<file path="src/lsu_consts.svh">
//////////////////////////////////////////////////////////////
// Load/store slice widths, info-field bit positions and size codes
//////////////////////////////////////////////////////////////
`ifndef LSU_CONSTS_SVH
`define LSU_CONSTS_SVH

// Datapath and DTCM geometry
`define LSU_XLEN         32
`define LSU_DTCM_AW      10
`define LSU_ITAG_W       4

// Decode info field layout
`define LSU_INFO_W       5
`define LSU_INFO_LOAD    0
`define LSU_INFO_STORE   1
`define LSU_INFO_SIZE_LO 2
`define LSU_INFO_SIZE_HI 3
`define LSU_INFO_USIGN   4

// Access size codes carried in the info field
`define LSU_SIZE_B       2'd0
`define LSU_SIZE_H       2'd1
`define LSU_SIZE_W       2'd2

`endif

</file>
<file path="src/lsu_pkg.sv">
//////////////////////////////////////////////////////////////
// Shared types of the load/store slice
//////////////////////////////////////////////////////////////
`include "lsu_consts.svh"

package lsu_pkg;

  // Architectural data word
  typedef logic [`LSU_XLEN-1:0] xlen_t;

  // DTCM byte address, upper bits of the sum are dropped
  typedef logic [`LSU_DTCM_AW-1:0] dtcm_addr_t;

  // Word index into the DTCM array
  typedef logic [`LSU_DTCM_AW-3:0] dtcm_widx_t;

  // One bit per byte lane
  typedef logic [`LSU_XLEN/8-1:0] wmask_t;

  // Instruction tag echoed on write-back
  typedef logic [`LSU_ITAG_W-1:0] itag_t;

  // Decode info, {usign, size[1:0], store, load}
  typedef logic [`LSU_INFO_W-1:0] agu_info_t;

  // Byte, half, word, or the illegal code 3
  typedef logic [1:0] lsu_size_t;

  // One-slot response holder
  typedef enum logic {
    RSP_IDLE = 1'b0,
    RSP_FULL = 1'b1
  } rsp_state_t;

endpackage

</file>
<file path="src/lsu_cmd_if.sv">
//////////////////////////////////////////////////////////////
// Command bundle from the AGU to the DTCM and response stage
//////////////////////////////////////////////////////////////
`timescale 1ns/1ps

interface lsu_cmd_if import lsu_pkg::*; ();

  // Accepted operation this cycle
  logic       fire;
  // Memory strobes, only for aligned accesses
  logic       ram_wen;
  logic       ram_ren;
  dtcm_addr_t addr;
  wmask_t     wmask;
  xlen_t      wdata;
  // Per-operation info for the response stage
  lsu_size_t  size;
  logic       usign;
  itag_t      itag;
  logic       is_mem;
  logic       misalgn;
  // Slot free, driven back by the response stage
  logic       ready;

  modport agu (
    output fire, ram_wen, ram_ren, addr, wmask, wdata,
    output size, usign, itag, is_mem, misalgn,
    input  ready
  );

  modport ram (
    input ram_wen, ram_ren, addr, wmask, wdata
  );

  modport rsp (
    input  fire, ram_ren, addr, size, usign, itag, is_mem, misalgn,
    output ready
  );

endinterface

</file>
<file path="src/lsu_rsp_ctrl.sv">
//////////////////////////////////////////////////////////////
// One-slot response stage with load alignment and extension,
// error flag and output back-pressure
//////////////////////////////////////////////////////////////
`timescale 1ns/1ps
`include "lsu_consts.svh"

module lsu_rsp_ctrl import lsu_pkg::*; (
  input  logic   clk,
  input  logic   rst_n,
  lsu_cmd_if.rsp cmd,
  input  xlen_t  rdata,
  output logic   o_valid,
  output xlen_t  o_wdat,
  output logic   o_err,
  output itag_t  o_itag,
  input  logic   o_ready
);

  rsp_state_t state_r;
  rsp_state_t state_nxt;

  // Captured per-operation info
  itag_t      rsp_itag;
  lsu_size_t  rsp_size;
  logic       rsp_usign;
  logic       rsp_load;
  logic       rsp_mem;
  logic       rsp_err;
  dtcm_addr_t rsp_addr;

  xlen_t      ld_shift;
  xlen_t      ld_data;

  ////////////////////////////////////////////////////////////
  // Slot control
  ////////////////////////////////////////////////////////////
  // Accept when empty or when the held response leaves this cycle
  assign cmd.ready = (state_r == RSP_IDLE) | o_ready;

  always_comb begin
    state_nxt = state_r;
    if (cmd.fire) begin
      state_nxt = RSP_FULL;
    end else if (o_ready) begin
      state_nxt = RSP_IDLE;
    end
  end

  always_ff @(posedge clk or negedge rst_n) begin
    if (!rst_n) begin
      state_r <= RSP_IDLE;
    end else begin
      state_r <= state_nxt;
    end
  end

  // Payload capture on acceptance
  always_ff @(posedge clk) begin
    if (cmd.fire) begin
      rsp_itag  <= cmd.itag;
      rsp_size  <= cmd.size;
      rsp_usign <= cmd.usign;
      rsp_load  <= cmd.ram_ren;
      rsp_mem   <= cmd.is_mem;
      rsp_err   <= cmd.misalgn;
      rsp_addr  <= cmd.addr;
    end
  end

  ////////////////////////////////////////////////////////////
  // Load alignment and extension
  ////////////////////////////////////////////////////////////
  // Bring the addressed lane down to bit 0
  assign ld_shift = rdata >> {rsp_addr[1:0], 3'b000};

  always_comb begin
    case (rsp_size)
      `LSU_SIZE_B: ld_data = {{(`LSU_XLEN-8){~rsp_usign & ld_shift[7]}}, ld_shift[7:0]};
      `LSU_SIZE_H: ld_data = {{(`LSU_XLEN-16){~rsp_usign & ld_shift[15]}}, ld_shift[15:0]};
      default:     ld_data = rdata;
    endcase
  end

  // Write-back select; stores and errors return zero
  always_comb begin
    if (rsp_err) begin
      o_wdat = '0;
    end else if (rsp_load) begin
      o_wdat = ld_data;
    end else if (rsp_mem) begin
      o_wdat = '0;
    end else begin
      // address-only op, return the wrapped DTCM address
      o_wdat = {{(`LSU_XLEN-`LSU_DTCM_AW){1'b0}}, rsp_addr};
    end
  end

  assign o_valid = (state_r == RSP_FULL);
  assign o_err   = rsp_err;
  assign o_itag  = rsp_itag;

  // Held response must not change while stalled; also relies on the
  // DTCM keeping its read register until the next accepted load
  a_hold_stable: assert property (
    @(posedge clk) disable iff (!rst_n)
    (o_valid && !o_ready) |=> (o_valid && $stable(o_wdat))
  ) else $error("Response changed under back-pressure");

endmodule

</file>
<file path="src/flat_wrapper.sv">
// flat-port wrapper written by rule: the top's interface ports become plain ports
module lsu_rsp_ctrl_flat import lsu_pkg::*;
  (clk, rst_n, rdata, o_valid, o_wdat, o_err, o_itag, o_ready, cmd_fire, cmd_ram_ren, cmd_addr, cmd_size, cmd_usign, cmd_itag, cmd_is_mem, cmd_misalgn, cmd_ready);
  lsu_cmd_if cmd_i ();
  input  logic clk;
  input  logic rst_n;
  input  xlen_t rdata;
  output logic o_valid;
  output xlen_t o_wdat;
  output logic o_err;
  output itag_t o_itag;
  input  logic o_ready;
  input wire logic [$bits(cmd_i.fire)-1:0] cmd_fire;
  input wire logic [$bits(cmd_i.ram_ren)-1:0] cmd_ram_ren;
  input wire logic [$bits(cmd_i.addr)-1:0] cmd_addr;
  input wire logic [$bits(cmd_i.size)-1:0] cmd_size;
  input wire logic [$bits(cmd_i.usign)-1:0] cmd_usign;
  input wire logic [$bits(cmd_i.itag)-1:0] cmd_itag;
  input wire logic [$bits(cmd_i.is_mem)-1:0] cmd_is_mem;
  input wire logic [$bits(cmd_i.misalgn)-1:0] cmd_misalgn;
  output wire logic [$bits(cmd_i.ready)-1:0] cmd_ready;
  assign cmd_i.fire = cmd_fire;
  assign cmd_i.ram_ren = cmd_ram_ren;
  assign cmd_i.addr = cmd_addr;
  assign cmd_i.size = cmd_size;
  assign cmd_i.usign = cmd_usign;
  assign cmd_i.itag = cmd_itag;
  assign cmd_i.is_mem = cmd_is_mem;
  assign cmd_i.misalgn = cmd_misalgn;
  assign cmd_ready = cmd_i.ready;
  lsu_rsp_ctrl u_core (.clk(clk), .rst_n(rst_n), .cmd(cmd_i), .rdata(rdata), .o_valid(o_valid), .o_wdat(o_wdat), .o_err(o_err), .o_itag(o_itag), .o_ready(o_ready));
endmodule
</file>
<file path="config.mk">
export PLATFORM = sky130hd
export DESIGN_NAME = lsu_rsp_ctrl_flat
export DESIGN_NICKNAME = d
export VERILOG_FILES = /design/src/lsu_pkg.sv /design/src/lsu_cmd_if.sv /design/src/lsu_rsp_ctrl.sv /design/src/flat_wrapper.sv
export VERILOG_INCLUDE_DIRS = /design/src
export SDC_FILE = /design/constraint.sdc
export NUM_CORES = 1
export LEC_CHECK = 0
export BUFFER_PORTS_ARGS = -buffer_cell sky130_fd_sc_hd__buf_2
export CORE_MARGIN = 10
export CORE_UTILIZATION = 25
export DETAILED_ROUTE_END_ITERATION = 12
export GPL_ROUTABILITY_DRIVEN = 0
export SLEW_MARGIN = 30
export SYNTH_ARGS = -nofsm -noshare
export SYNTH_HDL_FRONTEND = slang
export SYNTH_SLANG_ARGS = --single-unit
</file>
<file path="constraint.sdc">
create_clock -name clk -period 2.2 [get_ports clk]
set_input_delay 0.22 -clock clk [delete_from_list [all_inputs] [get_ports clk]]
set_output_delay 0.22 -clock clk [all_outputs]
set_load 0.02 [all_outputs]
</file>
# --- Yosys cells after proc, flatten, opt, wreduce, memory -nomap -nowiden ---
# Index checks and enable logic that the tools add are counted.
word_totals:
  out_inout_bits: 39
  input_bits: 56
  reg_bits: 21
op_classes:
  eq_ne: 1
  n_reduce_logical: 2
  n_bitwise: 5
  shift: 1
  muxes: 6
op_table:
  columns: ["operator", "n"]
  rows:
  - ["32-bit 2-to-1 mux", 2]
  - ["32-bit one-hot mux with 2 select lines", 1]
  - ["32-bit by 5-bit >> shifter with 16-bit output", 1]
  - ["10-bit 2-to-1 mux", 1]
  - ["1-bit bitwise AND", 2]
  - ["2-bit by 1-bit equality test with 1-bit output, second input constant", 1]
  - ["2-bit logical NOT", 1]
  - ["1-bit 2-to-1 mux", 2]
  - ["1-bit NOT", 2]
  - ["2-bit nonzero test", 1]
  - ["1-bit bitwise OR", 1]

# --- Depth between registers and ports, before layout ---
# Gate-level depths: netlist of the first run.
logic_depth:
  ltp_word: 5
  mapped_depth: 6
  depth_no_buf: 4

# --- Worst setup path after synthesis of the first run ---
# Ideal clock, no wire load.
synth_timing:
  path_kind: "register -> output"
  from: "register u_core.rsp_addr[1]"
  to: "output port o_wdat[15]"
  n_path_buf: 1
  path_stages_with_launch: 6
  t_arrival_ns: 1.819
  path_slack_ns: 0.161
  path_cell_list: "edfxtp_1 -> buf_6 -> mux4_2 -> nor3b_4 -> a21oi_4 -> a211oi_1"
synth_via:
  elab_chain_cells: 5
synth_rtl:
  columns: ["element", "line_no", "text"]
  rows:
  - ["start, declared", "lsu_rsp_ctrl.sv:30", "dtcm_addr_t rsp_addr;"]
  - ["start signal, assigned", "lsu_rsp_ctrl.sv:67", "rsp_addr <= cmd.addr;"]
  - ["32-bit by 5-bit >> shifter with 16-bit output (*)", "lsu_rsp_ctrl.sv:75", "assign ld_shift = rdata >> {rsp_addr[1:0], 3'b000};"]
  - ["1-bit bitwise AND", "lsu_rsp_ctrl.sv:79", "`LSU_SIZE_B: ld_data = {{(`LSU_XLEN-8){~rsp_usign & ld_shift[7]}}, ld_shift[7:0]};"]
  - ["32-bit one-hot mux with 2 select lines (*)", "lsu_rsp_ctrl.sv:78", "case (rsp_size)"]
  - ["32-bit 2-to-1 mux (*)", "lsu_rsp_ctrl.sv:89", "end else if (rsp_load) begin"]
  - ["32-bit 2-to-1 mux (*)", "lsu_rsp_ctrl.sv:87", "if (rsp_err) begin"]
  - ["end, declared", "flat_wrapper.sv:9", "output xlen_t o_wdat;"]
# Mark *: on every way between the ends. The rest lies on a longest branch, timed or not.

# --- Final worst setup path of the first run ---
layout_timing:
  from: "register u_core.rsp_addr[1]"
  to: "output port o_wdat[25]"
layout_via:
  elab_chain_cells: 5
layout_rtl:
  columns: ["element", "line_no"]
  rows:
  - ["32-bit by 5-bit >> shifter with 16-bit output (*)", "lsu_rsp_ctrl.sv:75"]
  - ["1-bit bitwise AND, on equally long branches", "lsu_rsp_ctrl.sv:80, lsu_rsp_ctrl.sv:79"]
  - ["32-bit one-hot mux with 2 select lines (*)", "lsu_rsp_ctrl.sv:78"]
  - ["32-bit 2-to-1 mux (*)", "lsu_rsp_ctrl.sv:89"]
  - ["32-bit 2-to-1 mux (*)", "lsu_rsp_ctrl.sv:87"]
# Marked as above.

==> impl_metrics.ini, run 1 <==
[sta]
worst_hold_slack_ps = 133
slew_viol_final = 0
finalWorstSetupSlack_ps = -19.8
fmax_ghz = 0.450
worst_slew_pin_slew_ps = 607
grt_setup_unrepaired = true
setup_viol = 6
finalCritPeriodShare = 1.01
period_needed_ps = 2220
skew_ps = 0
slew_headroom = 0.595
hold_viol_final = 0

[route]
first_pass_iters = 4
antenna_left = 0
drt_wl_total_um = 5920
drt_iter0_markers = 116
dr_total_vias = 1709
drc = 0
post_drt_wl_per_cell_um = 16.8
routed_via_density = 4.84

[die]
start_util = 0.259
coreArea_um2 = 5990
rows = 28
dieHeight_um = 98.8
die_w_um = 98.8
boundaryPins = 95
die_area_um2 = 9760

[power_and_ir_drop]
power.net_switching_w = 0.000425
report.power.total_w = 0.00124
leakage_nw = 1.05
p_per_area_nw_per_um2 = 521
combPwrFrac = 0.409
p_seq_frac = 0.393
vdd_drop_max_mv = 0.455
clkPwrFrac = 0.198
cellInternalPower_w = 0.000812
p_sw_frac = 0.343

[critical_path]
crit_buf_inv = 3
worst_path_max_delay_cell = mux4_2
startpoint_type = flip-flop
cpPeakStageDelay_ps = 530
criticalPathCategory = flip-flop to output port
cp_cell_sequence = mux4_2 -> nor3b_4 -> buf_4 -> a21oi_4 -> buf_12 -> o21ai_1 -> buf_4
cp.required_ps = 1980
crit_family = multiplexers
critical_path.max_fanout = 8
crit_top_cell = buf_4
cp-end-kind = output port
crit_arrival_ps = 2000

[clock_tree]
worstSkewPairLatency_ps = 250
numClockSinks = 21
path_clk_slew_ps = 80
cts_tree = built
cts_buffers = 3
htreeDepth = 1
cts-root-buf = clkbuf_8
clockBufferDepth = 2

[cells_and_area]
final_cell_mix = buf_2 (76), nand2_1 (30), buf_4 (25)
drive_gt1_frac = 0.468
antenna_cells = 0
final_common_cell = buf_2
areaGrowthSynthToFinish_pct = 52.9
fin_nets = 335

[run_status]
outcome = finished with violations
violations = negative setup slack

[placed_design]
io_buffers = 94
place_hpwl_um = 4750

[logic_synthesis]
yosysTopAreaCell = edfxtp_1
synthArstFlopShare = 0.0476
syn_area_per_cell_um2 = 8.72
syn_inst = 178
synthFlopType = edfxtp_1
synth_top_cell_area_share = 0.387
synth-seq-cells = 21
ys_types = 33
synth_area_um2 = 1550
seq_area_frac_synth = 0.403
synth_area_leaders = edfxtp_1 (39%), nand2_1 (7.3%), mux2i_1 (5.8%)
syn_nets = 234
synth_enable_flop_cells = 20
yosysWarnings = 0

[global_routing]
grt_pass1_vias = 1784
grt_start_max_net_pins = 27
antenna_found_initial = 0
grt_overflow_total = 0
grt_pass1_wl_um = 9250
grtUsageTotal = 0.114

[hold_path]
hold_path_class = primary input to flip-flop

[flow_run]
cap_viol_max_count = 0
[power by group through the flow]
stage / Clock, W / Sequential [W] / Combinational [W]
6_report: 0.000245 / 0.000486 / 0.000506
5_1_grt: 0.000280 / 0.000490 / 0.000549
4_1_cts: 0.000257 / 0.000486 / 0.000465
3_5_place_dp: 0 / 0.000494 / 0.000435
3_3_place_gp: 0 / 0.000494 / 0.000431
2_1_floorplan: 0 / 0.000502 / 0.000257
[flip-flops by register name (all words and copies together) (netlist names)]
| register | count |
|---|---|
| u_core.rsp_addr | 10 |
| u_core.rsp_load | 1 |
| u_core.rsp_usign | 1 |
| u_core.rsp_mem | 1 |
| u_core.rsp_size | 2 |
| u_core.o_valid | 1 |
| u_core.o_err | 1 |
| u_core.o_itag | 4 |
[cell usage after synthesis, types with 2 or more instances]
cell	n
nand2_1	30
a21oi_1	9
buf_6	2
clkbuf_1	7
nor3b_1	2
mux2i_1	9
buf_1	2
o21ai_0	15
a311oi_1	2
clkinv_1	2
o22ai_1	5
nor3_1	10
edfxtp_1	20
o2bb2ai_1	2
a21o_1	2
nor2_1	12
nand3b_1	6
a211oi_1	8
nand2b_1	3
inv_1	2
buf_2	4
o21ai_1	9
o311a_1	5
[per-stage QoR]
stage	cells	setup WS [ps]	TNS, ps	cell area (um^2)	util
3_3_place_gp	341	251	0	2110	0.352
5_1_grt	353	-89.7	-1490	2370	0.396
6_report	353	-19.8	-77.7	2370	0.396
4_1_cts	352	3.73	0	2240	0.374
3_5_place_dp	341	196	0	2110	0.352
2_1_floorplan	178	161	0	1550	-
[layout make-up]
| class | count | area [um^2] |
|---|---|---|
| Timing Repair Buffer | 110 | 677 |
| Multi-Input combinational cell | 139 | 917 |
| Fill cell | 628 | 3620 |
| Clock buffer | 3 | 41.3 |
| Sequential cell | 21 | 626 |
| Tap cell | 75 | 93.8 |
| Clock inverter | 1 | 5.00 |
| Inverter | 4 | 15.0 |
[final timing paths]
kind	from	to	slack [ps]	cells past startpoint
worst max-delay path	u_core.rsp_addr[1]$_DFFE_PP_	o_wdat[25]	-20	7
worst min-delay path	cmd_itag[2]	u_core.o_itag[2]$_DFFE_PP_	130	1
worst max register to register	u_core.o_valid$_DFFE_PN0P_	u_core.o_valid$_DFFE_PN0P_	1570	2
worst min register to register	u_core.o_valid$_DFFE_PN0P_	u_core.o_valid$_DFFE_PN0P_	520	2
max in group asynchronous	rst_n	u_core.o_valid$_DFFE_PN0P_	1850	2
min in group asynchronous	rst_n	u_core.o_valid$_DFFE_PN0P_	270	2
[worst register-to-register path, cell delays in order, from the launching register on]
cell,delay (ps)
dfrtp_1,380
nand2b_1,90
nand2b_1,60
[cells by family (layout without fill, tap and decap cells)]
logic type / Yosys count / after routing / synth area share
AOI/OAI and AO/OA: 61 / 63 / 0.256
buffers and inverters: 20 / 118 / 0.0637
DFF: 21 / 21 / 0.403
muxes: 10 / 10 / 0.0725
and+or+nand+nor: 66 / 66 / 0.205
[layer usage]
layer | global-route usage | part of all wire | vias to the layer above | wire [um]
met3 | 0.0391 | 0.067 | 4 | 397
met2 | 0.191 | 0.49 | 50 | 2920
met4 | 0.0265 | 0.0084 | 0 | 50
met5 | 0 | 0 | - | 0
li1 | - | - | 872 | -
met1 | 0.137 | 0.43 | 783 | 2550
[repair_timing]
action | CTS | global route
resized for setup | 8 | 38
buffers inserted | 4 | 1
pin swaps | 0 | 15
cloned | 2 | 0
endpoints found under the hold margin | 1 | 0
setup endpoints to repair | 19 | 29
hold buffers | 1 | 0
No activity file was read; power rests on OpenSTA's default activity.
==> inputs of run 2 (changes only) <==
--- a/config.mk
+++ b/config.mk
@@ -7,10 +7,15 @@
 export NUM_CORES = 1
 export LEC_CHECK = 0
 export BUFFER_PORTS_ARGS = -buffer_cell sky130_fd_sc_hd__buf_2
+export CELL_PAD_IN_SITES_DETAIL_PLACEMENT = 1
+export CELL_PAD_IN_SITES_GLOBAL_PLACEMENT = 1
 export CORE_MARGIN = 10
 export CORE_UTILIZATION = 25
+export CTS_CLUSTER_SIZE = 10
 export DETAILED_ROUTE_END_ITERATION = 12
 export GPL_ROUTABILITY_DRIVEN = 0
+export GPL_TIMING_DRIVEN = 0
+export PLACE_DENSITY_LB_ADDON = 0.1
 export SLEW_MARGIN = 30
 export SYNTH_ARGS = -nofsm -noshare
 export SYNTH_HDL_FRONTEND = slang
==> run 2 against run 1 <==
Against the previous run:
- the run still ends with negative setup slack left
- largest cell class unchanged
- core utilization up 1.4 points
- count of clock-buffer cells in the layout unchanged
- die area stayed put
- clock power rose by 4%
- wire length is 9.0% higher
- global-route usage rose by 1.4 points
==> impl_metrics.ini, run 2 (synthesized netlist as in run 1, its figures left out) <==
[run_status]
outcome = finished with violations
violations = negative setup slack

[critical_path]
cp.required_ps = 1980
startpoint_type = flip-flop
critical_path.max_fanout = 7
cp-end-kind = output port
crit_arrival_ps = 2000
criticalPathCategory = flip-flop to output port
timing.rr.start = u_core.o_valid$_DFFE_PN0P_
rr_worst_depth = 2
reg2reg_to = u_core.o_valid$_DFFE_PN0P_
rrSetupSlack_ps = 1560

[cells_and_area]
postLayoutCellArea_um2 = 2460
final_common_cell = buf_2
fin_nets = 338
areaGrowthSynthToFinish_pct = 58.5
antenna_cells = 0
largest_reg_flops = 10
top_register = u_core.rsp_addr
utilization = 0.411
drive_gt1_frac = 0.523
nFillCells = 720
seqCellArea_um2 = 626
final_cell_mix = buf_2 (80), nand2_1 (29), edfxtp_1 (20)
multi_input_area_um2 = 951

[global_routing]
grtUsageTotal = 0.128
use_met2 = 0.218
grt_overflow_total = 0
antenna_found_initial = 0
grt_pass1_wl_um = 10500
use_met3 = 0.0440
grt_use_met1 = 0.155
grt_pass1_vias = 2008
grt_start_max_net_pins = 22
busiest_layer = met2

[hold_path]
whs_path_depth = 1
min_from = cmd_usign
hold_path_class = primary input to flip-flop
holdPathEnd = u_core.rsp_usign$_DFFE_PP_

[sta]
skew_ps = 0
worst_slew_pin_slew_ps = 485
period_needed_ps = 2220
hold_viol_final = 0
slew_headroom = 0.677
worst_hold_slack_ps = 130
slew_viol_final = 0
grt_setup_unrepaired = true
finalCritPeriodShare = 1.01
setup_viol = 12
finalWorstSetupSlack_ps = -19.8
fmax_ghz = 0.450

[route]
first_pass_iters = 5
routed_via_density = 4.86
antenna_left = 0
dr_total_vias = 1731
post_drt_wl_per_cell_um = 18.1
drc = 0
drt_iter0_markers = 12
drt_wl_total_um = 6460

[clock_tree]
worstSkewPairLatency_ps = 260
cts-root-buf = clkbuf_8
htreeDepth = 1
clockBufferDepth = 2
cts_buffers = 3
cts_tree = built
path_clk_slew_ps = 80
numClockSinks = 21

[die]
rows = 28
boundaryPins = 95
die_area_um2 = 9760
die_w_um = 98.8
dieHeight_um = 98.8
coreArea_um2 = 5990
start_util = 0.259

[placed_design]
place_hpwl_um = 5190
postPlaceCellArea_um2 = 2120
io_buffers = 94
dp_slack_ps = -73.8

[flow_run]
cap_viol_max_count = 0

[power_and_ir_drop]
vdd_drop_max_mv = 0.429
p_per_area_nw_per_um2 = 517
leakage_nw = 1.08
report.power.total_w = 0.00127
-- run 2: layout make-up --
class,instances,share of cell area
clock inverter,1,0.00305
clock buffer,3,0.0168
buffer,14,0.0402
inverter,4,0.00712
multi-input combinational,137,0.386
sequential,21,0.254
timing repair buffer,101,0.254
tap,75,0.0381
-- run 2: power by group --
part	switching [W]	internal, W	leakage [nW]
sequential	0.0000133	0.000473	0.207
clock	0.000128	0.000128	0.0217
combinational	0.000306	0.000225	0.853
-- run 2: stage by stage --
| step | instances | setup TNS, ps |
|---|---|---|
| floorplan | 178 | 0 |
| global placement | 347 | -222 |
| detailed placement | 347 | -562 |
| CTS | 356 | -891 |
| global route | 356 | -1800 |
| finish | 356 | -155 |
-- run 2: worst max-delay path: stages, from the launching register on --
cell and delay, ps:
edfxtp_1 380, mux4_2 530, nor3b_4 190, a21oi_4 250
buf_6 180, o21ai_2 70, buf_6 140
-- run 2: how the worst max path moves through the flow --
stage	slack, ps	startpoint	cells after the start	endpoint
final	-20	u_core.rsp_addr[1]$_DFFE_PP_	6	o_wdat[29]
after global routing	-110	u_core.rsp_addr[1]$_DFFE_PP_	6	o_wdat[26]
after CTS	-80	u_core.rsp_addr[1]$_DFFE_PP_	7	o_wdat[29]
after detailed placement	-70	u_core.rsp_size[1]$_DFFE_PP_	7	o_wdat[29]
after global placement	-30	u_core.rsp_size[1]$_DFFE_PP_	7	o_wdat[29]
after floorplan	160	u_core.rsp_addr[1]$_DFFE_PP_	5	o_wdat[15]
-- run 2: per-layer routing --
metal  part of all wire  vias to the layer above  wire (um)
met2               0.47                       61       3030
li1                   -                      870          -
met3              0.082                        4        529
met1               0.44                      796       2860
met4             0.0060                        0         39
met5                  0                        -          0
-- run 2: repair_timing --
item / CTS / global route
cloned: 1 / 0
pin swaps: 9 / 9
buffers inserted: 5 / 1
endpoints found under the setup margin: 32 / 32
hold endpoints to repair: 1 / 0
gates resized for setup: 51 / 34
hold buffers: 1 / 0
