$ cat config.mk
export PLATFORM = sky130hd
export DESIGN_NAME = exu_alu_lsuagu_flat
export DESIGN_NICKNAME = d
export VERILOG_FILES = /design/src/lsu_pkg.sv /design/src/lsu_cmd_if.sv /design/src/exu_alu_lsuagu.sv /design/src/flat_wrapper.sv
export VERILOG_INCLUDE_DIRS = /design/src
export SDC_FILE = /design/constraint.sdc
export NUM_CORES = 1
export LEC_CHECK = 0
export BUFFER_PORTS_ARGS = -buffer_cell sky130_fd_sc_hd__buf_2
export CORE_MARGIN = 8
export CORE_UTILIZATION = 27
export DETAILED_ROUTE_END_ITERATION = 16
export MAX_ROUTING_LAYER = met4
export PLACE_DENSITY = 0.84
export SLEW_MARGIN = 30
export SYNTH_ARGS = -nofsm -noshare
export SYNTH_HDL_FRONTEND = slang
export SYNTH_SLANG_ARGS = --single-unit
$ cat constraint.sdc
create_clock -name vclk -period 2.1
set_clock_uncertainty 0.15 [all_clocks]
set_input_delay 0.315 -clock vclk [all_inputs]
set_output_delay 0.315 -clock vclk [all_outputs]
set_load 0.03 [all_outputs]
$ cat src/lsu_consts.svh
//////////////////////////////////////////////////////////////
// Load/store slice widths, info-field bit positions and size codes
//////////////////////////////////////////////////////////////
`ifndef LSU_CONSTS_SVH
`define LSU_CONSTS_SVH

// Datapath and DTCM geometry
`define LSU_XLEN         32
`define LSU_DTCM_AW      10
`define LSU_ITAG_W       4

// Decode info field layout
`define LSU_INFO_W       5
`define LSU_INFO_LOAD    0
`define LSU_INFO_STORE   1
`define LSU_INFO_SIZE_LO 2
`define LSU_INFO_SIZE_HI 3
`define LSU_INFO_USIGN   4

// Access size codes carried in the info field
`define LSU_SIZE_B       2'd0
`define LSU_SIZE_H       2'd1
`define LSU_SIZE_W       2'd2

`endif

$ cat src/lsu_pkg.sv
//////////////////////////////////////////////////////////////
// Shared types of the load/store slice
//////////////////////////////////////////////////////////////
`include "lsu_consts.svh"

package lsu_pkg;

  // Architectural data word
  typedef logic [`LSU_XLEN-1:0] xlen_t;

  // DTCM byte address, upper bits of the sum are dropped
  typedef logic [`LSU_DTCM_AW-1:0] dtcm_addr_t;

  // Word index into the DTCM array
  typedef logic [`LSU_DTCM_AW-3:0] dtcm_widx_t;

  // One bit per byte lane
  typedef logic [`LSU_XLEN/8-1:0] wmask_t;

  // Instruction tag echoed on write-back
  typedef logic [`LSU_ITAG_W-1:0] itag_t;

  // Decode info, {usign, size[1:0], store, load}
  typedef logic [`LSU_INFO_W-1:0] agu_info_t;

  // Byte, half, word, or the illegal code 3
  typedef logic [1:0] lsu_size_t;

  // One-slot response holder
  typedef enum logic {
    RSP_IDLE = 1'b0,
    RSP_FULL = 1'b1
  } rsp_state_t;

endpackage

$ cat src/lsu_cmd_if.sv
//////////////////////////////////////////////////////////////
// Command bundle from the AGU to the DTCM and response stage
//////////////////////////////////////////////////////////////
`timescale 1ns/1ps

interface lsu_cmd_if import lsu_pkg::*; ();

  // Accepted operation this cycle
  logic       fire;
  // Memory strobes, only for aligned accesses
  logic       ram_wen;
  logic       ram_ren;
  dtcm_addr_t addr;
  wmask_t     wmask;
  xlen_t      wdata;
  // Per-operation info for the response stage
  lsu_size_t  size;
  logic       usign;
  itag_t      itag;
  logic       is_mem;
  logic       misalgn;
  // Slot free, driven back by the response stage
  logic       ready;

  modport agu (
    output fire, ram_wen, ram_ren, addr, wmask, wdata,
    output size, usign, itag, is_mem, misalgn,
    input  ready
  );

  modport ram (
    input ram_wen, ram_ren, addr, wmask, wdata
  );

  modport rsp (
    input  fire, ram_ren, addr, size, usign, itag, is_mem, misalgn,
    output ready
  );

endinterface

$ cat src/exu_alu_lsuagu.sv
//////////////////////////////////////////////////////////////
// Load/store AGU with address add, alignment check,
// store lane replication, byte mask and command drive
//////////////////////////////////////////////////////////////
`timescale 1ns/1ps
`include "lsu_consts.svh"

module exu_alu_lsuagu import lsu_pkg::*; (
  input  logic      i_valid,
  output logic      i_ready,
  input  xlen_t     i_rs1,
  input  xlen_t     i_rs2,
  input  xlen_t     i_imm,
  input  agu_info_t i_info,
  input  itag_t     i_itag,
  lsu_cmd_if.agu    cmd
);

  logic       agu_load;
  logic       agu_store;
  lsu_size_t  agu_size;
  logic       agu_usign;
  logic       size_b;
  logic       size_h;
  logic       size_w;
  logic       size_bad;
  xlen_t      agu_sum;
  dtcm_addr_t agu_addr;
  logic       agu_is_mem;
  logic       agu_misalgn;
  logic       agu_fire;
  xlen_t      st_wdata;
  wmask_t     st_wmask;

  ////////////////////////////////////////////////////////////
  // Decode
  ////////////////////////////////////////////////////////////
  assign agu_load  = i_info[`LSU_INFO_LOAD];
  assign agu_store = i_info[`LSU_INFO_STORE];
  assign agu_size  = i_info[`LSU_INFO_SIZE_HI:`LSU_INFO_SIZE_LO];
  assign agu_usign = i_info[`LSU_INFO_USIGN];

  assign size_b   = (agu_size == `LSU_SIZE_B);
  assign size_h   = (agu_size == `LSU_SIZE_H);
  assign size_w   = (agu_size == `LSU_SIZE_W);
  assign size_bad = ~(size_b | size_h | size_w);

  ////////////////////////////////////////////////////////////
  // Address and alignment
  ////////////////////////////////////////////////////////////
  // Full add, then keep only the DTCM byte address
  assign agu_sum  = i_rs1 + i_imm;
  assign agu_addr = agu_sum[`LSU_DTCM_AW-1:0];

  assign agu_is_mem = agu_load | agu_store;

  // Only memory ops can be misaligned; address-only ops never error
  assign agu_misalgn = agu_is_mem & ( size_bad
                                    | (size_h & agu_addr[0])
                                    | (size_w & (agu_addr[1:0] != 2'b00)));

  // Handshake passes straight through to the response slot
  assign i_ready  = cmd.ready;
  assign agu_fire = i_valid & cmd.ready;

  ////////////////////////////////////////////////////////////
  // Store data and byte mask
  ////////////////////////////////////////////////////////////
  // Replicate the low lane(s) so every byte position carries the data
  assign st_wdata = ({`LSU_XLEN{size_b}} & {4{i_rs2[7:0]}})
                  | ({`LSU_XLEN{size_h}} & {2{i_rs2[15:0]}})
                  | ({`LSU_XLEN{size_w}} & i_rs2);

  // Mask shifted to the addressed lane
  assign st_wmask = ({(`LSU_XLEN/8){size_b}} & (4'b0001 << agu_addr[1:0]))
                  | ({(`LSU_XLEN/8){size_h}} & (4'b0011 << {agu_addr[1], 1'b0}))
                  | ({(`LSU_XLEN/8){size_w}} & 4'b1111);

  ////////////////////////////////////////////////////////////
  // Command drive
  ////////////////////////////////////////////////////////////
  assign cmd.fire    = agu_fire;
  // Strobes suppressed for misaligned or illegal-size ops
  assign cmd.ram_wen = agu_fire & agu_store & ~agu_misalgn;
  assign cmd.ram_ren = agu_fire & agu_load & ~agu_misalgn;
  assign cmd.addr    = agu_addr;
  assign cmd.wmask   = st_wmask;
  assign cmd.wdata   = st_wdata;
  assign cmd.size    = agu_size;
  assign cmd.usign   = agu_usign;
  assign cmd.itag    = i_itag;
  assign cmd.is_mem  = agu_is_mem;
  assign cmd.misalgn = agu_misalgn;

  // Decoder upstream must never mark an op as both load and store
  always_comb begin
    if (i_valid) begin
      a_ld_st_excl: assert final (!(agu_load && agu_store))
        else $error("AGU got load and store together");
    end
  end

endmodule

$ cat src/flat_wrapper.sv
// flat-port wrapper written by rule: the top's interface ports become plain ports
module exu_alu_lsuagu_flat import lsu_pkg::*;
  (i_valid, i_ready, i_rs1, i_rs2, i_imm, i_info, i_itag, cmd_fire, cmd_ram_wen, cmd_ram_ren, cmd_addr, cmd_wmask, cmd_wdata, cmd_size, cmd_usign, cmd_itag, cmd_is_mem, cmd_misalgn, cmd_ready);
  lsu_cmd_if cmd_i ();
  input  logic i_valid;
  output logic i_ready;
  input  xlen_t i_rs1;
  input  xlen_t i_rs2;
  input  xlen_t i_imm;
  input  agu_info_t i_info;
  input  itag_t i_itag;
  output wire logic [$bits(cmd_i.fire)-1:0] cmd_fire;
  output wire logic [$bits(cmd_i.ram_wen)-1:0] cmd_ram_wen;
  output wire logic [$bits(cmd_i.ram_ren)-1:0] cmd_ram_ren;
  output wire logic [$bits(cmd_i.addr)-1:0] cmd_addr;
  output wire logic [$bits(cmd_i.wmask)-1:0] cmd_wmask;
  output wire logic [$bits(cmd_i.wdata)-1:0] cmd_wdata;
  output wire logic [$bits(cmd_i.size)-1:0] cmd_size;
  output wire logic [$bits(cmd_i.usign)-1:0] cmd_usign;
  output wire logic [$bits(cmd_i.itag)-1:0] cmd_itag;
  output wire logic [$bits(cmd_i.is_mem)-1:0] cmd_is_mem;
  output wire logic [$bits(cmd_i.misalgn)-1:0] cmd_misalgn;
  input wire logic [$bits(cmd_i.ready)-1:0] cmd_ready;
  assign cmd_fire = cmd_i.fire;
  assign cmd_ram_wen = cmd_i.ram_wen;
  assign cmd_ram_ren = cmd_i.ram_ren;
  assign cmd_addr = cmd_i.addr;
  assign cmd_wmask = cmd_i.wmask;
  assign cmd_wdata = cmd_i.wdata;
  assign cmd_size = cmd_i.size;
  assign cmd_usign = cmd_i.usign;
  assign cmd_itag = cmd_i.itag;
  assign cmd_is_mem = cmd_i.is_mem;
  assign cmd_misalgn = cmd_i.misalgn;
  assign cmd_i.ready = cmd_ready;
  exu_alu_lsuagu u_core (.i_valid(i_valid), .i_ready(i_ready), .i_rs1(i_rs1), .i_rs2(i_rs2), .i_imm(i_imm), .i_info(i_info), .i_itag(i_itag), .cmd(cmd_i));
endmodule
# Yosys cells after proc, flatten, opt, wreduce, memory -nomap -nowiden
# Cells that the tools add are included.
[totals] reg_bits=0 input_bits=107 out_inout_bits=59 word_cells=31
[classes] add_sub_neg=1 n_eq_ne=2 shifts=2 bitwise_logic=24 reduce_logical=2
[op_table] cell="$and A32 B32 Y32" count=3
[op_table] cell="$or A32 B32 Y32" count=2
[op_table] cell="$add A10 B10 Y10" count=1
[op_table] cell="$and A1 B1 Y1" count=8
[op_table] cell="$and A4 B4 Y4" count=2
[op_table] cell="$or A4 B4 Y4" count=2
[op_table] cell="$or A1 B1 Y1" count=5
[op_table] cell="$shl A1 B2 Y4 const A" count=1
[op_table] cell="$shl A2 B2 Y4 const A" count=1
[op_table] cell="$eq A2 B1 Y1 const B" count=1
[op_table] cell="$eq A2 B2 Y1 const B" count=1
[op_table] cell="$logic_not A2 Y1" count=1
[op_table] cell="$not A1 Y1" count=2
[op_table] cell="$reduce_bool A2 Y1" count=1

# Logic depth before layout (Yosys ltp)
# Gate-level depths: netlist of the first run.
[depth] ltp_word=9 mapped_depth=6 depth_no_buf=6

# Worst setup path after synthesis of the first run
# OpenSTA, ideal clock, no wires.
[synth_path] path_kind="input -> output" from="in i_rs1[0]" to="out cmd_misalgn" arrival_time_ns=1.993 slack_ns=-0.358 stages=5 path_buffers=0 cell_sequence="ha_1 fa_1 o21a_1 o22ai_1 nor2b_1"
[synth_via] elab_chain_cells=5 word_cells_on_any_way=7 classes_between="add/sub: 1; bitwise: 5; reduce/logical: 1"
[synth_rtl] item="start, declared" line_no="flat_wrapper.sv:7" text="input xlen_t i_rs1;"
[synth_rtl] item="$add A10 B10 Y10" line_no="exu_alu_lsuagu.sv:52" text="assign agu_sum = i_rs1 + i_imm;"
[synth_rtl] item="net cmd_addr[1]" line_no="flat_wrapper.sv:15" text="output wire logic [$bits(cmd_i.addr)-1:0] cmd_addr;"
[synth_rtl] item="$reduce_bool A2 Y1" line_no="exu_alu_lsuagu.sv:60" text="| (size_w & (agu_addr[1:0] != 2'b00)));"
[synth_rtl] item="$and A1 B1 Y1" line_no="exu_alu_lsuagu.sv:60"
[synth_rtl] item="$or A1 B1 Y1" line_no="exu_alu_lsuagu.sv:60"
[synth_rtl] item="$and A1 B1 Y1" line_no="exu_alu_lsuagu.sv:58" text="assign agu_misalgn = agu_is_mem & ( size_bad"
[synth_rtl] item="end, declared" line_no="flat_wrapper.sv:22" text="output wire logic [$bits(cmd_i.misalgn)-1:0] cmd_misalgn;"
# The timed path passes the listed nets, and every way through them passes these cells.

# Worst setup path after layout of the first run
[layout_path] from="in i_imm[0]" to="out cmd_addr[8]"
[layout_via] elab_chain_cells=1
[layout_rtl] item="start, declared" line_no="flat_wrapper.sv:9" text="input xlen_t i_imm;"
[layout_rtl] item="$add A10 B10 Y10" line_no="exu_alu_lsuagu.sv:52"
[layout_rtl] item="end, declared" line_no="flat_wrapper.sv:15"
# Every way passes these cells.

==> results of run 1 <==
-- where the power goes --
part           internal (mW)  total [mW]  switching, mW
registers                  0           0              0
logic                  0.327       0.780          0.453
clock network              0           0              0
total                  0.327       0.780          0.453
-- worst max-delay path by stage --
stage	endpoint
6_report	cmd_addr[8]
5_1_grt	cmd_addr[8]
4_1_cts	cmd_addr[8]
3_5_place_dp	cmd_addr[8]
3_3_place_gp	cmd_addr[8]
2_1_floorplan	cmd_wmask[3]
-- cell type report --
class	count	area (um2)	area share, %
Tap cell	48	60.06	3.021
Multi-Input combinational cell	126	1057	53.18
Inverter	10	37.54	1.888
Timing Repair Buffer	133	833.3	41.91
-- metal layers --
layer	up-vias	wire length, um	share of wire, %	global-route usage (%)
met5	-	0	0	-
met4	0	0	0	0
met3	0	458	11	4.493
met2	65	2175	51	23.98
met1	638	1631	38	12.93
li1	763	-	-	-
-- cell usage after synthesis --
cell type,n
o22ai_1,1
o21bai_1,1
o41ai_2,1
and3_1,3
o211ai_1,2
xnor2_1,4
clkbuf_1,4
or2_2,1
nor3_2,2
and2_2,1
a21o_2,1
mux2i_1,9
o211a_1,1
and2_1,1
xor2_1,4
nor2b_1,2
nor2_1,16
nand2b_1,1
a21oi_1,16
ha_1,9
o21a_1,1
buf_2,6
fa_1,1
nor3_1,3
a2111oi_4,1
a21o_1,17
inv_1,10
a2111oi_1,1
buf_4,8
or3_1,2
and3_4,1
nand3_1,3
o21ai_0,9
nand2_1,11
-- per-stage QoR --
stage / total power [mW] / utilization (%)
6_report: 0.7800 / 54.31
2_1_floorplan: 0.5038 / -
3_3_place_gp: 0.7083 / 50.24
4_1_cts: 0.7583 / 52.46
5_1_grt: 0.8370 / 54.31
3_5_place_dp: 0.7174 / 50.24
-- repair_timing --
action	CTS	global route
cloned	0	0
buffers inserted	1	1
hold buffers	0	0
setup endpoints to repair	9	12
pin swaps	10	8
resized for setup	20	18
-- cell families after synthesis --
| family | synth area share, % |
|---|---|
| simple gates | 22.60 |
| xor+xnor | 6.804 |
| buf+inv | 13.85 |
| fa+ha+maj | 12.88 |
| compound gates | 35.12 |
| mux | 8.749 |
==> flow_metrics.tcl, run 1 <==
set metrics [dict create \
    status "finished with violations" \
    violations "negative setup slack" \
    final_common_cell "buf_2" \
    nets 388 \
    place_area_um2 1839 \
    fin_area_um2 1988 \
    viasPerCell 4.625 \
    drt-initial-drc-count 37 \
    fillers 346 \
    grt_pass1_wl_um 6624 \
    synth_fp_nets 271 \
    hold_depth 0 \
    antenna_cells 0 \
    fin_cells 317 \
    vias 1466 \
    clock_buffer_count 0 \
    globalRoute.totalOverflow 0 \
    ys_top_cells_by_area "a21o_1, ha_1, mux2i_1" \
    ios 166 \
    start_kind "primary input" \
    final_cell_mix "buf_2, buf_4, a21o_1, nor2_1, buf_6" \
    area_delta_synth_final_pct 93.07 \
    dieWidth_um 77.76 \
    rsz0062_at_grt "yes" \
    synth_seq_area_share_pct 0 \
    num_rows 22 \
    hp-start "i_itag[1]" \
    seq_area_um2 0 \
    seq_cells 0 \
    fin_ws_ns -0.2117 \
    fp.coreArea_um2 3661 \
    cp.required_ns 1.63 \
    cp_top_family "compound AO/OA/AOI/OAI gates" \
    yosys.area.top_type_share_pct 12.39 \
    dieArea_um2 6046 \
    fmax_mhz 432.6 \
    power_leakage_nw 1.141 \
    finalMaxSlewViolations 0 \
    layout_worst_path_cycle_share_pct 110.1 \
    groute.usage.overall_pct 12.70 \
    critPathArrivalTime_ns 1.85 \
    numPortBuffers 112 \
    synthDistinctLibCells 34 \
    cp.depth 8 \
    min_period_ns 2.312 \
    synthCells 154 \
    dpl_worst_slack_ns -0.3688 \
    grt_pass1_vias 1424 \
    cp_num_buf_inv 2 \
    drcViolationCount 0 \
    grt_max_degree 25 \
    gp_congestion 0.8631 \
    critPathLaunch "i_imm[0]" \
    synth_top_area_cell "a21o_1" \
    floorplan.initialDensity_pct 28.13 \
    dp.final_hpwl_um 3595 \
    min_path_type "primary input to output port" \
    dr.pass1.iters 4 \
    crit_slowest_cell "fa_2" \
    end_kind "output port" \
    slew_headroom_pct 75.97 \
    routedWlPerCell_um 13.45 \
    final_layout_size_suffix_gt1_share_pct 60.97 \
    syn_area_per_cell_um2 6.687 \
    synth_area_um2 1030 \
    worstMarginPinSlew_ns 0.3565 \
    antenna_found_initial 0 \
    die-height_um 77.76 \
    critPathKind "primary input to output port" \
    dp.cells 316 \
    crit_fanout 2 \
    worstPathCellList "buf_6 -> ha_4 -> fa_2 -> a21oi_2 -> o211ai_1 -> o41ai_2 -> xnor2_2 -> buf_6" \
    tns_ns -0.5044 \
    hold_viol_final 0 \
    drtAntennaViolNets 0 \
    crit_top_cell "buf_6" \
    finalWirelength_um 4265 \
    maxCapViolCount 0 \
    yosys_warnings 0 \
    power_density_nw_per_um2 392.3 \
    whs_ns 0.4801 \
    vdd_drop_max_v 0.0001950 \
    cpPeakStageDelay_ns 0.34 \
    setup_viol 7 \
    holdPathEnd "cmd_itag[1]" \
]
(Power assumes the default switching activity.)
==> run 2: changes to the inputs <==
--- a/config.mk
+++ b/config.mk
@@ -10,6 +10,7 @@
 export CORE_MARGIN = 8
 export CORE_UTILIZATION = 27
 export DETAILED_ROUTE_END_ITERATION = 16
+export GPL_TIMING_DRIVEN = 0
 export MAX_ROUTING_LAYER = met4
 export PLACE_DENSITY = 0.84
 export SLEW_MARGIN = 30
==> run 2 against run 1 <==
Net effect: the run still ends with negative setup slack left; hold slack better by 0.25 ns; global-route usage up 0.68 points; count of clock-buffer cells in the layout unchanged; combinational power up 4.2%; flip-flop and latch count unchanged; sequential share of layout area unchanged; wire length up 8.8%; via count up 4.3%; critical path depth unchanged; worst setup slack worse by 0.0030 ns; first-iteration DRC count up 27%; highest routed layer unchanged.
==> flow_metrics.tcl, run 2 (synthesized netlist as in run 1, its figures left out) <==
set metrics [dict create \
    status "finished with violations" \
    violations "negative setup slack" \
    viasPerCell 4.748 \
    groute.usage.overall_pct 13.38 \
    slew_headroom_pct 61.36 \
    crit_fanout 2 \
    min_period_ns 2.315 \
    area_delta_synth_final_pct 95.50 \
    globalRoute.totalOverflow 0 \
    seqPwrFrac_pct 0 \
    start_kind "primary input" \
    dieArea_um2 6046 \
    drtAntennaViolNets 0 \
    worstPathCellList "buf_6 -> ha_4 -> fa_2 -> a21oi_2 -> o211ai_1 -> o41ai_2 -> xnor2_2 -> buf_6" \
    fin_cells 322 \
    layout_worst_path_cycle_share_pct 110.2 \
    drt-initial-drc-count 47 \
    gp_congestion 0.8254 \
    antenna_cells 0 \
    hold_viol_final 0 \
    vdd_drop_max_v 0.0002324 \
    cp.required_ns 1.63 \
    fin_total_pwr_uw 812.6 \
    tns_ns -0.6508 \
    fillers 358 \
    finalMaxSlewViolations 0 \
    rsz0062_at_grt "yes" \
    power_frac_comb_pct 100.0 \
    cts_hold_buf 0 \
    p_switching_uw 477.3 \
    maxCapViolCount 0 \
    routedWlPerCell_um 14.41 \
    antenna_found_initial 0 \
    dr.pass1.iters 5 \
    end_kind "output port" \
    fmax_mhz 432.0 \
    worstMarginPinSlew_ns 0.5796 \
    seq_cells 0 \
    vias 1529 \
    die-height_um 77.76 \
    floorplan.initialDensity_pct 28.13 \
    fp.coreArea_um2 3661 \
    critPathArrivalTime_ns 1.85 \
    critPathKind "primary input to output port" \
    final_layout_size_suffix_gt1_share_pct 63.50 \
    grt_max_degree 11 \
    num_rows 22 \
    min_path_type "primary input to output port" \
    final_cell_mix "buf_2, a21o_1, buf_6, nor2_1, buf_4" \
    cpPeakStageDelay_ns 0.34 \
    grt_pass1_wl_um 7003 \
    power_leakage_nw 1.144 \
    dp.final_hpwl_um 3944 \
    nets 393 \
    setup_viol 8 \
    numPortBuffers 115 \
    crit_top_cell "buf_6" \
    p_int_uw 335.3 \
    clockPowerShare_pct 0 \
    finish.utilization_pct 54.99 \
    dp.cells 317 \
    ios 166 \
    finalWirelength_um 4639 \
    fin_ws_ns -0.2147 \
    drcViolationCount 0 \
    multi_input_area_um2 1094 \
    dpl_worst_slack_ns -0.3898 \
    grt_pass1_vias 1480 \
    clock_buffer_count 0 \
    final_common_cell "buf_2" \
    swShare_pct 58.74 \
    power_density_nw_per_um2 403.6 \
    crit_slowest_cell "fa_2" \
    seq_area_um2 0 \
    dieWidth_um 77.76 \
]
-- run 2: cell count changes in the layout (fill, tap and decap cells not counted), moves of 3 or more --
cell	previous run	this run
nor2_1	16	13
buf_2	95	104
clkbuf_1	0	3
buf_4	21	13
-- run 2: metal layers --
layer	routed length [um]	share of wire (%)	vias to the layer above	track usage [%]
met5	0	0	-	-
met4	0	0	0	0
met3	494	11	0	4.147
met2	2518	54	72	26.73
met1	1627	35	682	12.79
li1	-	-	775	-
-- run 2: cell type report --
class | count | share of cell area [%]
multi-input cells | 126 | 54.32
well taps | 48 | 2.983
plain buffers | 18 | 5.407
inverters | 10 | 1.865
repair buffers | 120 | 35.43
-- run 2: path summary, 6_finish.rpt --
| check | depth (start not counted) | slack [ns] | start | endpoint |
|---|---|---|---|---|
| min | 2 | 0.73 | i_itag[3] | cmd_itag[3] |
| max | 8 | -0.21 | i_rs1[0] | cmd_addr[8] |
-- run 2: critical path, delay by kind of cell --
family	cells	cell delay [ns]
AOI/OAI and AO/OA	3	0.63
xor gates and xnor gates	1	0.16
buffers and inverters	2	0.25
adders and majority gates	2	0.49
-- run 2: repair_timing --
action | in CTS | in global routing
pin swaps | 10 | 12
resized for setup | 21 | 29
setup endpoints to repair | 9 | 13
cloned | 0 | 0
buffers inserted | 5 | 1
-- run 2: through the flow --
| stage | hold slack (ns) | area, um2 |
|---|---|---|
| after floorplan | 0.6117 | 1161 |
| after global placement | 0.7339 | 1797 |
| after detailed placement | 0.7342 | 1797 |
| after CTS | 0.7340 | 1893 |
| after global routing | 0.7361 | 2013 |
| final | 0.7311 | 2013 |
-- run 2: power by group through the flow --
stage / Sequential [mW] / Clock, mW / Combinational, mW
floorplan: 0 / 0 / 0.504
global placement: 0 / 0 / 0.704
detailed placement: 0 / 0 / 0.712
CTS: 0 / 0 / 0.761
global route: 0 / 0 / 0.867
finish: 0 / 0 / 0.813
==> run 3: changes to the inputs <==
--- a/config.mk
+++ b/config.mk
@@ -13,6 +13,7 @@
 export GPL_TIMING_DRIVEN = 0
 export MAX_ROUTING_LAYER = met4
 export PLACE_DENSITY = 0.84
+export REMOVE_ABC_BUFFERS = 1
 export SLEW_MARGIN = 30
 export SYNTH_ARGS = -nofsm -noshare
 export SYNTH_HDL_FRONTEND = slang
==> run 3 against run 2 <==
Net effect: the flow still finishes with violations (negative setup slack); combinational power fell by 8.9%; non-clock buffer count is 16 lower; critical path depth unchanged; sequential share of layout area did not move; first-iteration DRC count down 70%; power decreased by 8.9%; final area decreased by 8.2%; wire length is 3.7% lower; worst setup slack worse by 0.035 ns; highest routed layer unchanged.
==> flow_metrics.tcl, run 3 (synthesized netlist as in run 1, its figures left out) <==
set metrics [dict create \
    crit_fanout 2 \
    violations "negative setup slack" \
    layout_worst_path_cycle_share_pct 111.9 \
    grt_pass1_vias 1449 \
    dieArea_um2 6046 \
    finalWirelength_um 4469 \
    slew_headroom_pct 60.57 \
    worstPathCellList "buf_6 -> ha_4 -> fa_2 -> a21oi_2 -> o211ai_1 -> o41ai_2 -> xnor2_1 -> buf_4" \
    fmax_mhz 425.6 \
    final_cell_mix "buf_2, a21o_1, buf_4, nor2_1, a21oi_1" \
    status "finished with violations" \
    fin_ws_ns -0.2496 \
    final_common_cell "buf_2" \
    drtAntennaViolNets 0 \
    worstMarginPinSlew_ns 0.5914 \
    min_period_ns 2.350 \
    die-height_um 77.76 \
    rsz0062_at_grt "yes" \
    drt-initial-drc-count 14 \
    antenna_cells 0 \
    nets 377 \
    seq_cells 0 \
    viasPerCell 4.833 \
    hold_viol_final 0 \
    setup_viol 8 \
    dr.pass1.iters 4 \
    ios 166 \
    end_kind "output port" \
    power_leakage_nw 1.084 \
    area_delta_synth_final_pct 79.47 \
    vias 1479 \
    maxCapViolCount 0 \
    min_path_type "primary input to output port" \
    tns_ns -0.8116 \
    cp_top_family "compound AO/OA/AOI/OAI gates" \
    floorplan.initialDensity_pct 28.13 \
    num_rows 22 \
    grt_pass1_wl_um 6782 \
    power_density_nw_per_um2 400.7 \
    drcViolationCount 0 \
    finalMaxSlewViolations 0 \
    cp.required_ns 1.63 \
    routedWlPerCell_um 14.60 \
    dp.cells 297 \
    finish.utilization_pct 50.48 \
    antenna_found_initial 0 \
    fin_cells 306 \
    cp_num_buf_inv 2 \
    dieWidth_um 77.76 \
    grt_max_degree 36 \
    vdd_drop_max_v 0.0001882 \
    fillers 344 \
    numPortBuffers 112 \
    crit_slowest_cell "fa_2" \
    cpPeakStageDelay_ns 0.35 \
    critPathArrivalTime_ns 1.88 \
    critPathKind "primary input to output port" \
    globalRoute.totalOverflow 0 \
    gp_congestion 0.8351 \
    seq_area_um2 0 \
    groute.usage.overall_pct 13.34 \
    clock_buffer_count 0 \
    cts_hold_buf 0 \
    fp.coreArea_um2 3661 \
    dp.final_hpwl_um 3631 \
    dpl_worst_slack_ns -0.4481 \
    final_layout_size_suffix_gt1_share_pct 57.36 \
    start_kind "primary input" \
]
==> run 3: power breakdown <==
part,total (mW),internal [mW],switching [mW]
Combinational,0.741,0.299,0.441
Sequential,0,0,0
Clock,0,0,0
Total,0.741,0.299,0.441
==> run 3: through the flow <==
step	area, um2	hold slack (ns)	power, mW
final	1848	0.4802	0.7405
after global routing	1848	0.4802	0.7911
after CTS	1754	0.4802	0.7000
after detailed placement	1559	0.4802	0.6312
after global placement	1545	0.4802	0.6224
after floorplan	924.6	0.4800	0.4156
==> run 3: repair_timing <==
action | 4_1_cts | 5_1_grt
setup buffers | 5 | 4
hold endpoints to repair | 0 | 0
pin swaps | 13 | 18
resized for setup | 33 | 18
endpoints found under the setup margin | 32 | 12
==> run 3: worst paths after layout <==
| path | from | to | slack [ns] | cells after the start |
|---|---|---|---|---|
| worst max-delay path | i_imm[0] | cmd_addr[8] | -0.25 | 8 |
| worst min-delay path | i_itag[3] | cmd_itag[3] | 0.48 | 0 |
==> run 3: area by class of cell <==
cell class	instances	area, um2	share of cell area (%)
multi-input combinational	126	1025	55.45
timing repair buffer	122	725.7	39.27
inverter	10	37.54	2.031
tap	48	60.06	3.250
==> run 3: metal layers <==
layer | track usage, % | up-vias | share of wire (%)
li1 | - | 744 | -
met1 | 12.64 | 649 | 36
met4 | 0 | 0 | 0
met3 | 6.106 | 0 | 14
met5 | - | - | 0
met2 | 25.40 | 86 | 49
